==> src/hdl/mv_pkg.sv <==
// Shared word types and width constants of the matrix-vector engine, referenced by scoped names
package mv_pkg;

  // ####################################################################
  // Widths
  // ####################################################################

  // Input elements are signed 16-bit words
  localparam int unsigned DATA_W = 16;

  // Wide enough for 32-bit products summed over up to 256 columns
  localparam int unsigned ACC_W  = 40;

  // Plain vectors; arithmetic treats them as signed
  typedef logic [DATA_W-1:0] data_t;
  typedef logic [ACC_W-1:0]  acc_t;

  // Index width for a counter over n entries, at least one bit
  function automatic int unsigned idx_w(int unsigned n);
    return (n > 1) ? $clog2(n) : 1;
  endfunction

endpackage

==> src/hdl/mv_mac_lane.sv <==
// One signed multiply-accumulate lane; the top level builds one per matrix row
`timescale 1ns/100ps

module mv_mac_lane (
  input  logic          clk_i,
  input  logic          rst_ni,
  input  logic          clear_i,
  input  logic          valid_i,
  input  logic          first_i,
  input  mv_pkg::data_t x_i,
  input  mv_pkg::data_t w_i,
  output mv_pkg::acc_t  acc_o
);

  logic signed [2*mv_pkg::DATA_W-1:0] prod;
  mv_pkg::acc_t                       prod_ext;
  mv_pkg::acc_t                       acc_q;

  assign prod     = $signed(x_i) * $signed(w_i);
  assign prod_ext = {{(mv_pkg::ACC_W - 2*mv_pkg::DATA_W){prod[2*mv_pkg::DATA_W-1]}}, prod};

  // The first column of a job starts a fresh sum
  always_ff @(posedge clk_i or negedge rst_ni) begin
    if (!rst_ni) begin
      acc_q <= '0;
    end else if (clear_i) begin
      acc_q <= '0;
    end else if (valid_i) begin
      if (first_i) begin
        acc_q <= prod_ext;
      end else begin
        acc_q <= acc_q + prod_ext;
      end
    end
  end

  assign acc_o = acc_q;

endmodule

==> src/hdl/mv_transpose_buf.sv <==
// Operand buffer written one matrix row at a time and read back one column per cycle
`timescale 1ns/100ps

module mv_transpose_buf #(
  parameter  int unsigned ROWS = 4,
  parameter  int unsigned COLS = 4,
  localparam int unsigned RW   = mv_pkg::idx_w(ROWS),
  localparam int unsigned CW   = mv_pkg::idx_w(COLS)
) (
  input  logic                     clk_i,
  input  logic                     rst_ni,
  input  logic                     clear_i,
  input  logic                     write_en_i,
  input  logic [RW-1:0]            write_addr_i,
  input  mv_pkg::data_t [COLS-1:0] wdata_i,
  input  logic                     read_en_i,
  input  logic [CW-1:0]            read_addr_i,
  output mv_pkg::data_t [ROWS-1:0] rdata_o
);

  mv_pkg::data_t [ROWS-1:0][COLS-1:0] buffer_q;
  logic [CW-1:0]                      read_addr_q;

  // Column select is registered, which gives the read its one-cycle latency
  always_ff @(posedge clk_i or negedge rst_ni) begin
    if (!rst_ni) begin
      read_addr_q <= '0;
    end else if (clear_i) begin
      read_addr_q <= '0;
    end else if (read_en_i) begin
      read_addr_q <= read_addr_i;
    end
  end

  // ####################################################################
  // Storage
  // ####################################################################

  for (genvar r = 0; r < ROWS; r++) begin : gen_rows
    always_ff @(posedge clk_i or negedge rst_ni) begin
      if (!rst_ni) begin
        buffer_q[r] <= '0;
      end else if (clear_i) begin
        buffer_q[r] <= '0;
      end else if (write_en_i && write_addr_i == RW'(r)) begin
        buffer_q[r] <= wdata_i;
      end
    end

    // Element r of the selected column
    assign rdata_o[r] = buffer_q[r][read_addr_q];
  end

endmodule

==> src/hdl/mv_feeder.sv <==
// Input sequencer: takes the job word stream, writes matrix rows to the buffer and runs the columns
`timescale 1ns/100ps

module mv_feeder #(
  parameter  int unsigned ROWS = 4,
  parameter  int unsigned COLS = 4,
  localparam int unsigned RW   = mv_pkg::idx_w(ROWS),
  localparam int unsigned CW   = mv_pkg::idx_w(COLS)
) (
  input  logic                     clk_i,
  input  logic                     rst_ni,
  input  logic                     clear_i,
  input  logic                     in_req_i,
  input  mv_pkg::data_t            in_data_i,
  output logic                     in_ack_o,
  output logic                     wr_en_o,
  output logic [RW-1:0]            wr_row_o,
  output mv_pkg::data_t [COLS-1:0] wr_data_o,
  output logic                     rd_en_o,
  output logic [CW-1:0]            rd_col_o,
  output logic                     lane_valid_o,
  output logic                     lane_first_o,
  output mv_pkg::data_t            lane_weight_o,
  output logic                     job_done_o,
  input  logic                     drain_busy_i
);

  typedef enum logic [1:0] {
    ST_LOAD_X,
    ST_LOAD_W,
    ST_COMPUTE,
    ST_WAIT_DRAIN
  } state_e;

  state_e                   state_q;
  logic                     ack_q;
  logic                     accept;
  logic                     last_elem;
  logic [RW-1:0]            row_cnt_q;
  logic [CW-1:0]            elem_cnt_q;
  logic [CW-1:0]            col_cnt_q;
  mv_pkg::data_t [COLS-1:0] row_buf_q;
  mv_pkg::data_t [COLS-1:0] weight_q;
  logic                     wr_en_q;
  logic [RW-1:0]            wr_row_q;
  logic                     lane_valid_q;
  logic                     lane_first_q;
  mv_pkg::data_t            lane_weight_q;

  // A word is taken only while loading and only at the start of a handshake
  assign accept    = in_req_i && !ack_q && (state_q == ST_LOAD_X || state_q == ST_LOAD_W);
  assign last_elem = (elem_cnt_q == CW'(COLS - 1));

  // ####################################################################
  // Input handshake
  // ####################################################################

  always_ff @(posedge clk_i or negedge rst_ni) begin
    if (!rst_ni) begin
      ack_q <= 1'b0;
    end else if (clear_i) begin
      ack_q <= 1'b0;
    end else if (accept) begin
      ack_q <= 1'b1;
    end else if (ack_q && !in_req_i) begin
      ack_q <= 1'b0;
    end
  end

  // Row assembly, weight file and the weight that goes with each column read
  always_ff @(posedge clk_i) begin
    if (accept && state_q == ST_LOAD_X) begin
      row_buf_q[elem_cnt_q] <= in_data_i;
    end
    if (accept && state_q == ST_LOAD_W) begin
      weight_q[elem_cnt_q] <= in_data_i;
    end
    if (state_q == ST_COMPUTE) begin
      lane_weight_q <= weight_q[col_cnt_q];
    end
  end

  // ####################################################################
  // Job sequencing
  // ####################################################################

  always_ff @(posedge clk_i or negedge rst_ni) begin
    if (!rst_ni) begin
      state_q    <= ST_LOAD_X;
      row_cnt_q  <= '0;
      elem_cnt_q <= '0;
      col_cnt_q  <= '0;
    end else if (clear_i) begin
      state_q    <= ST_LOAD_X;
      row_cnt_q  <= '0;
      elem_cnt_q <= '0;
      col_cnt_q  <= '0;
    end else begin
      case (state_q)
        ST_LOAD_X: begin
          if (accept && last_elem) begin
            elem_cnt_q <= '0;
            if (row_cnt_q == RW'(ROWS - 1)) begin
              row_cnt_q <= '0;
              state_q   <= ST_LOAD_W;
            end else begin
              row_cnt_q <= row_cnt_q + 1'b1;
            end
          end else if (accept) begin
            elem_cnt_q <= elem_cnt_q + 1'b1;
          end
        end
        ST_LOAD_W: begin
          if (accept && last_elem) begin
            elem_cnt_q <= '0;
            col_cnt_q  <= '0;
            state_q    <= ST_COMPUTE;
          end else if (accept) begin
            elem_cnt_q <= elem_cnt_q + 1'b1;
          end
        end
        ST_COMPUTE: begin
          if (col_cnt_q == CW'(COLS - 1)) begin
            col_cnt_q <= '0;
            state_q   <= ST_WAIT_DRAIN;
          end else begin
            col_cnt_q <= col_cnt_q + 1'b1;
          end
        end
        ST_WAIT_DRAIN: begin
          if (job_done_o) begin
            state_q <= ST_LOAD_X;
          end
        end
        default: state_q <= ST_LOAD_X;
      endcase
    end
  end

  // Row write and lane controls trail their cause by one cycle
  always_ff @(posedge clk_i or negedge rst_ni) begin
    if (!rst_ni) begin
      wr_en_q      <= 1'b0;
      wr_row_q     <= '0;
      lane_valid_q <= 1'b0;
      lane_first_q <= 1'b0;
    end else if (clear_i) begin
      wr_en_q      <= 1'b0;
      wr_row_q     <= '0;
      lane_valid_q <= 1'b0;
      lane_first_q <= 1'b0;
    end else begin
      wr_en_q      <= accept && (state_q == ST_LOAD_X) && last_elem;
      lane_valid_q <= rd_en_o;
      lane_first_q <= rd_en_o && (col_cnt_q == '0);
      if (accept && state_q == ST_LOAD_X) begin
        wr_row_q <= row_cnt_q;
      end
    end
  end

  assign in_ack_o      = ack_q;
  assign wr_en_o       = wr_en_q;
  assign wr_row_o      = wr_row_q;
  assign wr_data_o     = row_buf_q;
  assign rd_en_o       = (state_q == ST_COMPUTE);
  assign rd_col_o      = col_cnt_q;
  assign lane_valid_o  = lane_valid_q;
  assign lane_first_o  = lane_first_q;
  assign lane_weight_o = lane_weight_q;

  // Lanes settle one cycle after the last valid; hold here while the drain is still sending
  assign job_done_o    = (state_q == ST_WAIT_DRAIN) && !lane_valid_q && !drain_busy_i;

endmodule

==> src/hdl/mv_drain.sv <==
// Result drain: captures all lane sums at job end and sends them out in row order by handshake
`timescale 1ns/100ps

module mv_drain #(
  parameter  int unsigned ROWS = 4,
  localparam int unsigned RW   = mv_pkg::idx_w(ROWS)
) (
  input  logic                    clk_i,
  input  logic                    rst_ni,
  input  logic                    clear_i,
  input  logic                    job_done_i,
  input  mv_pkg::acc_t [ROWS-1:0] acc_i,
  output logic                    busy_o,
  output logic                    out_req_o,
  output mv_pkg::acc_t            out_data_o,
  input  logic                    out_ack_i
);

  typedef enum logic [1:0] {
    ST_IDLE,
    ST_REQ,
    ST_RELEASE
  } state_e;

  state_e                  state_q;
  logic [RW-1:0]           idx_q;
  mv_pkg::acc_t [ROWS-1:0] hold_q;

  // Holding copy lets the lanes start on the next job right away
  always_ff @(posedge clk_i) begin
    if (state_q == ST_IDLE && job_done_i) begin
      hold_q <= acc_i;
    end
  end

  // ####################################################################
  // Output handshake
  // ####################################################################

  always_ff @(posedge clk_i or negedge rst_ni) begin
    if (!rst_ni) begin
      state_q <= ST_IDLE;
      idx_q   <= '0;
    end else if (clear_i) begin
      state_q <= ST_IDLE;
      idx_q   <= '0;
    end else begin
      case (state_q)
        ST_IDLE: begin
          if (job_done_i) begin
            idx_q   <= '0;
            state_q <= ST_REQ;
          end
        end
        ST_REQ: begin
          if (out_ack_i) begin
            state_q <= ST_RELEASE;
          end
        end
        ST_RELEASE: begin
          // Next word only once the sink has dropped its ack
          if (!out_ack_i) begin
            if (idx_q == RW'(ROWS - 1)) begin
              idx_q   <= '0;
              state_q <= ST_IDLE;
            end else begin
              idx_q   <= idx_q + 1'b1;
              state_q <= ST_REQ;
            end
          end
        end
        default: state_q <= ST_IDLE;
      endcase
    end
  end

  assign busy_o     = (state_q != ST_IDLE);
  assign out_req_o  = (state_q == ST_REQ);
  assign out_data_o = hold_q[idx_q];

endmodule

==> src/hdl/mv_top.sv <==
// Top level of the matrix-vector engine; connects feeder, buffer, lanes and drain
`timescale 1ns/100ps

module mv_top #(
  parameter  int unsigned ROWS = 4,
  parameter  int unsigned COLS = 4,
  localparam int unsigned RW   = mv_pkg::idx_w(ROWS),
  localparam int unsigned CW   = mv_pkg::idx_w(COLS)
) (
  input  logic          clk_i,
  input  logic          rst_ni,
  input  logic          clear_i,
  input  logic          in_req_i,
  input  mv_pkg::data_t in_data_i,
  output logic          in_ack_o,
  output logic          out_req_o,
  output mv_pkg::acc_t  out_data_o,
  input  logic          out_ack_i
);

  logic                     wr_en;
  logic [RW-1:0]            wr_row;
  mv_pkg::data_t [COLS-1:0] wr_data;
  logic                     rd_en;
  logic [CW-1:0]            rd_col;
  mv_pkg::data_t [ROWS-1:0] rd_data;
  logic                     lane_valid;
  logic                     lane_first;
  mv_pkg::data_t            lane_weight;
  mv_pkg::acc_t [ROWS-1:0]  lane_acc;
  logic                     job_done;
  logic                     drain_busy;

  mv_feeder #(
    .ROWS ( ROWS ),
    .COLS ( COLS )
  ) u_feeder (
    .clk_i         ( clk_i       ),
    .rst_ni        ( rst_ni      ),
    .clear_i       ( clear_i     ),
    .in_req_i      ( in_req_i    ),
    .in_data_i     ( in_data_i   ),
    .in_ack_o      ( in_ack_o    ),
    .wr_en_o       ( wr_en       ),
    .wr_row_o      ( wr_row      ),
    .wr_data_o     ( wr_data     ),
    .rd_en_o       ( rd_en       ),
    .rd_col_o      ( rd_col      ),
    .lane_valid_o  ( lane_valid  ),
    .lane_first_o  ( lane_first  ),
    .lane_weight_o ( lane_weight ),
    .job_done_o    ( job_done    ),
    .drain_busy_i  ( drain_busy  )
  );

  mv_transpose_buf #(
    .ROWS ( ROWS ),
    .COLS ( COLS )
  ) u_buf (
    .clk_i        ( clk_i   ),
    .rst_ni       ( rst_ni  ),
    .clear_i      ( clear_i ),
    .write_en_i   ( wr_en   ),
    .write_addr_i ( wr_row  ),
    .wdata_i      ( wr_data ),
    .read_en_i    ( rd_en   ),
    .read_addr_i  ( rd_col  ),
    .rdata_o      ( rd_data )
  );

  // ####################################################################
  // One lane per matrix row, all sharing the column weight
  // ####################################################################

  for (genvar r = 0; r < ROWS; r++) begin : gen_lanes
    mv_mac_lane u_lane (
      .clk_i   ( clk_i       ),
      .rst_ni  ( rst_ni      ),
      .clear_i ( clear_i     ),
      .valid_i ( lane_valid  ),
      .first_i ( lane_first  ),
      .x_i     ( rd_data[r]  ),
      .w_i     ( lane_weight ),
      .acc_o   ( lane_acc[r] )
    );
  end

  mv_drain #(
    .ROWS ( ROWS )
  ) u_drain (
    .clk_i      ( clk_i      ),
    .rst_ni     ( rst_ni     ),
    .clear_i    ( clear_i    ),
    .job_done_i ( job_done   ),
    .acc_i      ( lane_acc   ),
    .busy_o     ( drain_busy ),
    .out_req_o  ( out_req_o  ),
    .out_data_o ( out_data_o ),
    .out_ack_i  ( out_ack_i  )
  );

endmodule

==> config.mk <==
export PLATFORM = sky130hd
export DESIGN_NAME = mv_top
export DESIGN_NICKNAME = d
export VERILOG_FILES = /design/src/hdl/mv_pkg.sv /design/src/hdl/mv_mac_lane.sv /design/src/hdl/mv_transpose_buf.sv /design/src/hdl/mv_feeder.sv /design/src/hdl/mv_drain.sv /design/src/hdl/mv_top.sv
export SDC_FILE = /design/constraint.sdc
export NUM_CORES = 2
export LEC_CHECK = 0
export ABC_AREA = 1
export BUFFER_PORTS_ARGS = -buffer_cell sky130_fd_sc_hd__buf_2
export CORE_UTILIZATION = 65
export CTS_CLUSTER_DIAMETER = 120
export DETAILED_ROUTE_END_ITERATION = 8
export PLACE_DENSITY = 0.81
export SYNTH_ARGS = -nofsm -noshare
export SYNTH_HDL_FRONTEND = slang
export SYNTH_HIERARCHICAL = 1
export SYNTH_SLANG_ARGS = --single-unit
==> constraint.sdc <==
create_clock -name clk_i -period 23.3 [get_ports clk_i]
set_input_delay 4.66 -clock clk_i [delete_from_list [all_inputs] [get_ports clk_i]]
set_output_delay 4.66 -clock clk_i [all_outputs]
set_load 0.01 [all_outputs]
## After elaboration in Yosys (flattened, before gate mapping)

Index checks and enable logic that the tools add are counted.

| operators by class | value |
|---|---|
| add/subtract/negate cells | 8 |
| $mul | 4 |
| $lt $le $gt $ge | 5 |
| equal/unequal tests | 20 |
| mux-type cells | 75 |
| reduce and logical (&&, ||, !) cells | 47 |

Operator list:

| operator | number |
|---|---|
| $mux W40 | 13 |
| $mux W64 | 8 |
| $add A40 B40 Y40 | 4 |
| $bmux W16 S2 | 5 |
| $bwmux W64 | 2 |
| $mul A16 B16 Y32 | 4 |
| $mux W16 | 6 |
| $bmux W40 S2 | 1 |
| $mux W2 | 28 |
| $demux W16 S2 | 1 |
| $reduce_bool A2 Y1 | 11 |
| $eq A2 B2 Y1 const B | 9 |
| $logic_and A1 B1 Y1 | 16 |
| $ne A3 B3 Y1 const B | 5 |
| $lt A2 B3 Y1 const B | 4 |
| $reduce_bool A3 Y1 | 4 |
| $ne A3 B2 Y1 const B | 3 |
| $add A2 B1 Y2 const B | 4 |
| $logic_not A2 Y1 | 4 |
| $pmux W2 S2 | 2 |
| $pmux W2 S4 | 1 |
| $mux W1 | 7 |
| $eq A2 B1 Y1 const B | 3 |
| $pmux W2 S3 | 1 |
| 7 further kinds | 13 |

| storage, ports and cells | value |
|---|---|
| register bits | 740 |
| word-level logic and storage cells | 204 |

## Depth between registers and ports, before layout

| logic depth | value |
|---|---|
| word-level depth | 7 |
| mapped depth | 50 |
| depth with buffers taken out | 46 |

## Cells and area by module

The synthesis kept the hierarchy.

By module, submodules not included:

| module | times used | cells an instance | area an instance (um^2) | seq. area each (um^2) |
|---|---|---|---|---|
| mv_mac_lane (gen_lanes[0].u_lane) | 1 | 2270 | 15645.0 | 1001.0 |
| mv_mac_lane (gen_lanes[2].u_lane) | 1 | 2255 | 15623.7 | 1001.0 |
| mv_mac_lane (gen_lanes[3].u_lane) | 1 | 2278 | 15562.4 | 1001.0 |
| mv_mac_lane (gen_lanes[1].u_lane) | 1 | 2235 | 15404.8 | 1001.0 |
| mv_transpose_buf | 1 | 1892 | 13406.6 | 6456.2 |
| mv_drain | 1 | 426 | 6206.0 | 4904.7 |
| mv_feeder | 1 | 353 | 5741.8 | 4674.5 |

## Least setup slack after synthesis

No wires, ideal clock.

| timing | value |
|---|---|
| path kind | register to register |
| start point | register u_drain.state_q[1] |
| end point | register u_drain/hold_q[0] in the netlist's numbering (enable) |
| setup time | 681 ps |
| arrival | 7449 ps |
| required time | 22619 ps |
| setup slack | 15170 ps |
| cell stages (with the launch flop) | 8 |
| cell sequence | dfrtp_1 -> inv_1 -> nand2_1 -> inv_1 -> nand3_1 -> inv_1 -> inv_1 -> nor2_1 |

| between the ends | value |
|---|---|
| longest elaborated chain between the ends | 4 |
| elaborated cells on any way between the ends | 5 |
| classes of those cells | reduce/logical (5) |

RTL lines:

| what | line | source |
|---|---|---|
| start: declaration | mv_drain.sv:25 | `state_e state_q;` |
| start signal: assignment | mv_drain.sv:42 | `state_q <= ST_IDLE;` |
| start signal: assignment | mv_drain.sv:45 | `state_q <= ST_IDLE;` |
| start signal: assignment | mv_drain.sv:52 | `state_q <= ST_REQ;` |
| $reduce_bool A2 Y1 | mv_drain.sv:77 | `assign busy_o = (state_q != ST_IDLE);` |
| net drain_busy | mv_top.sv:32 | `logic drain_busy;` |
| $logic_not A1 Y1 | mv_feeder.sv:173 | `assign job_done_o = (state_q == ST_WAIT_DRAIN) && !lane_valid_q && !drain_busy_i;` |
| $logic_and A1 B1 Y1 | mv_feeder.sv:173 |  |
| net job_done | mv_top.sv:31 | `logic job_done;` |
| $logic_and A1 B1 Y1 | mv_drain.sv:31 | `if (state_q == ST_IDLE && job_done_i) begin` |
| end signal: assignment | mv_drain.sv:32 | `hold_q <= acc_i;` |
| end: declaration | mv_drain.sv:27 | `mv_pkg::acc_t [ROWS-1:0] hold_q;` |

The timed path passes the listed nets, and every way through them passes these cells.
A chain may end at the register's enable or synchronous reset.

==> summary.txt <==
STA
  – Fin Setup TNS: 0 ns
  – Least-Margin Pin Slew: 1.326 ns
  – Final Hold Fails: 0
  – Final Max Slew Viols: 0
  – RSZ-0062 raised after global routing: false
  – Final Cycle Share: 0.4322
  – Fmax: 99.30 MHz
  – Worst hold margin: 0.4829 ns
  – Final setup viols: 0
  – Final worst clock skew: about 0.030 ns
  – Period minus WS final: 10.07 ns
  – Normalized max-slew margin: 0.1150

Clocking
  – Worst-path clk slew: 0.07 ns
  – Sink Count: 740
  – CTS buffer count: 83
  – Clock Tree Buf Depth: 3
  – Clk root buf: clkbuf_16
  – Resized Gates After CTS: 0
  – Setup Fix Bufs, Post-CTS: 0
  – CTS tree: built
  – Worst skew pair latency: 0.71 ns
  – H-tree depth: 3
  – Post-CTS Hold Buffers: 0

Run status
  – Violated checks: design-rule violations
  – Status: finished with violations

Placed design
  – Placed wire-length estimate: 214,100 um
  – Placement Cell Area: 0.08883 mm2
  – IO buf count: a little over 60
  – GPL Wtd Cong: 1.023

Global routing
  – Remaining Overflow, GRT: 0
  – Vias in the first global route: approximately 78,000
  – First-pass GRT wire length: 433,800 um
  – Antenna violations before repair: 1
  – GRT Total Usage: 0.4143
  – Largest net degree at the start of global routing: 156

Route
  – Routed via count: 77,850
  – WL final: 279,800 um
  – DR vias/cell: 5.851
  – Initial DRC Count: between 8,000 and 9,000
  – Wire per inst: 21.03 um
  – Drt first pass iters: 9
  – DRC viols: 32
  – ANT nets after route: 0

Synthesis
  – Predominant post-synthesis flop cell: dfrtp_1
  – Mapped Cells: ~12,000
  – Synth area leader: fa_1
  – Yosys reg bits: 740
  – Synth warn: 6
  – Most common cell in the netlist: nand2_1
  – Commonest cells post-synth: nand2_1, inv_1, fa_1
  – Post-synthesis cell type count: roughly 70
  – Synth async-reset ratio: 0.5892
  – Syn Nets: 13,280
  – Top cells by area, synth: fa_1, nand2_1, dfrtp_1, inv_1, edfxtp_1
  – Post-synth EDFFs: 304
  – Sequential-to-total area share from yosys stat: 0.2288
  – Mean post-synth cell area: 7.481 um2
  – Post-Synthesis Cell Area: between 0.08 and 0.09 mm2
  – Yosys top cell area share: 0.2404

Setup path
  – Reg2Reg Launch Point: u_buf/read_addr_q[0]
  – R2R Path End: gen_lanes[2].u_lane/acc_o[34]
  – Buf/Inv on CP: 6
  – Critical path startpoint category: flop
  – Critical Path AT: between 10 and 15 ns
  – Worst R2R Setup Slack: 13.23 ns
  – Critical Path RT: 23.89 ns
  – CP dominant cell by count: nand2_1
  – Max FO, Critical Path: 64
  – CP top delay family: adder cells
  – Worst reg-to-reg path cell count: 36
  – Slowest cell on the critical path: fa_1
  – CP peak stage delay: between 0.9 and 1 ns
  – CP Class: reg2reg
  – CP endpoint kind: flop

Cells and area
  – Design area: 0.09155 mm2
  – Fraction of layout cells with a size suffix above 1: 0.05098
  – Final Net Count: 13,040
  – Final Util: 0.6852
  – Fillers: 11,130
  – P&R area growth vs syn: 4.525%

Hold path
  – Hold path depth: 0
  – Worst Hold Class: reg2reg
  – Hold path startpoint: gen_lanes[3].u_lane/acc_o[8]
  – Hold EP: u_drain/hold_q[128]

Power and ir drop
  – Seq pwr share: 0.217
  – Clock group share of total power: 0.178
  – Logic gate share of total power: 0.605
  – Sw frac: 0.5152
  – Max VDD drop: 0.0001034 V
  – P_sw: around 3.8 mW
  – Int Pwr: 3.618 mW
  – Leak: 52.28 nW
  – PwrDens: ~80 mW/mm2

Floorplan
  – Initial core utilization: 0.6555
  – Io pins: 63
  – Full die area: 0.1362 mm2
  – Die Ht: 369.1 um
  – Rows: 134
  – Core area: ~0.13 mm2
  – Die Wd: roughly 370 um

Run
  – Maxcap violations: 0
stage by stage:
step	instances	setup WS, ns	power [mW]
2_1_floorplan	11710	15.17	4.635
3_3_place_gp	13150	13.62	5.918
3_5_place_dp	13150	13.57	5.994
4_1_cts	13300	13.57	7.336
5_1_grt	13300	12.91	7.988
6_report	13300	13.23	7.462
flip-flops by register name (all words and copies together), names as in the netlist, 16 cells and up:
signal,flops
u_feeder/wr_data_o,64
gen_lanes.u_lane/acc_o,160
u_drain/hold_q,160
u_feeder/weight_q,64
u_buf/buffer_q,256
u_feeder/lane_weight_o,16
worst register-to-register path, delay by kind of cell, from the launching register on:
family | cells | cell delay, ns
adder cells (fa/ha/maj) | 8 | 4.36
buffers and inverters | 6 | 1.22
AND/OR/NAND/NOR | 19 | 3.16
flip-flops | 1 | 0.65
AO/OA/AOI/OAI | 3 | 0.56
per-layer routing:
layer  track usage  part of all wire
met1        0.5546              0.38
met2        0.6387              0.44
met3       0.08247              0.11
met5             0                 0
met4        0.2198             0.061
cells by family after synthesis:
group,Yosys count,synth area share
DFF,740,0.2288
adders and majority gates,1553,0.3120
and+or+nand+nor,5442,0.2598
AOI/OAI and AO/OA,922,0.06044
buffers and inverters,2964,0.1301
muxes,1,0.0001143
xor gates and xnor gates,87,0.008699
worst max path at each step:
stage / from / endpoint / slack (ns) / cells after the start
after global placement: u_buf/read_addr_q[0] / gen_lanes[0].u_lane/acc_o[38] / 13.62 / 39
after CTS: u_buf/read_addr_q[0] / gen_lanes[2].u_lane/acc_o[34] / 13.57 / 35
after detailed placement: u_buf/read_addr_q[0] / gen_lanes[0].u_lane/acc_o[38] / 13.57 / 39
after floorplan: u_drain/state_q[1] / u_drain/hold_q[0] / 15.17 / 7
final: u_buf/read_addr_q[0] / gen_lanes[2].u_lane/acc_o[34] / 13.23 / 36
after global routing: u_buf/read_addr_q[0] / gen_lanes[2].u_lane/acc_o[34] / 12.91 / 34
power by group through the flow:
stage / clock network, mW / registers (mW) / logic (mW)
final: 1.33 / 1.62 / 4.51
after global routing: 1.39 / 1.62 / 4.97
after CTS: 1.34 / 1.62 / 4.38
after detailed placement: 0 / 1.64 / 4.35
after global placement: 0 / 1.64 / 4.28
after floorplan: 0 / 1.59 / 3.05
cell type report:
type | count | area (um2) | share of cell area
clock inverters | 39 | 392.9 | 0.004291
multi-input cells | 8005 | 56220 | 0.6140
repair buffers | 143 | 980.9 | 0.01071
diodes | 2 | 5.005 | 0.00005466
inverters | 2491 | 9370 | 0.1023
well taps | 1768 | 2212 | 0.02416
flip-flops and latches | 740 | 20050 | 0.2190
clock buffers | 116 | 2323 | 0.02538
layout by cell type, fill, tap and decap left out, types with 21 or more instances in the layout:
master / instances
or2_2: 92
nand2_2: 56
o21ai_0: 290
a21oi_1: 316
nor2_1: 748
buf_2: 60
xor2_1: 63
a21o_1: 21
dfrtp_1: 430
xnor2_1: 24
fa_1: 1052
buf_4: 78
o22ai_1: 57
o211ai_1: 34
inv_1: 2446
clkbuf_1: 23
ha_1: 501
o21bai_1: 63
inv_2: 37
clkbuf_16: 85
nor3_1: 32
nand3_1: 899
nor2_2: 23
edfxtp_1: 304
nand4_1: 98
o21ai_1: 64
nand2_1: 3401
(Power assumes the default switching activity.)
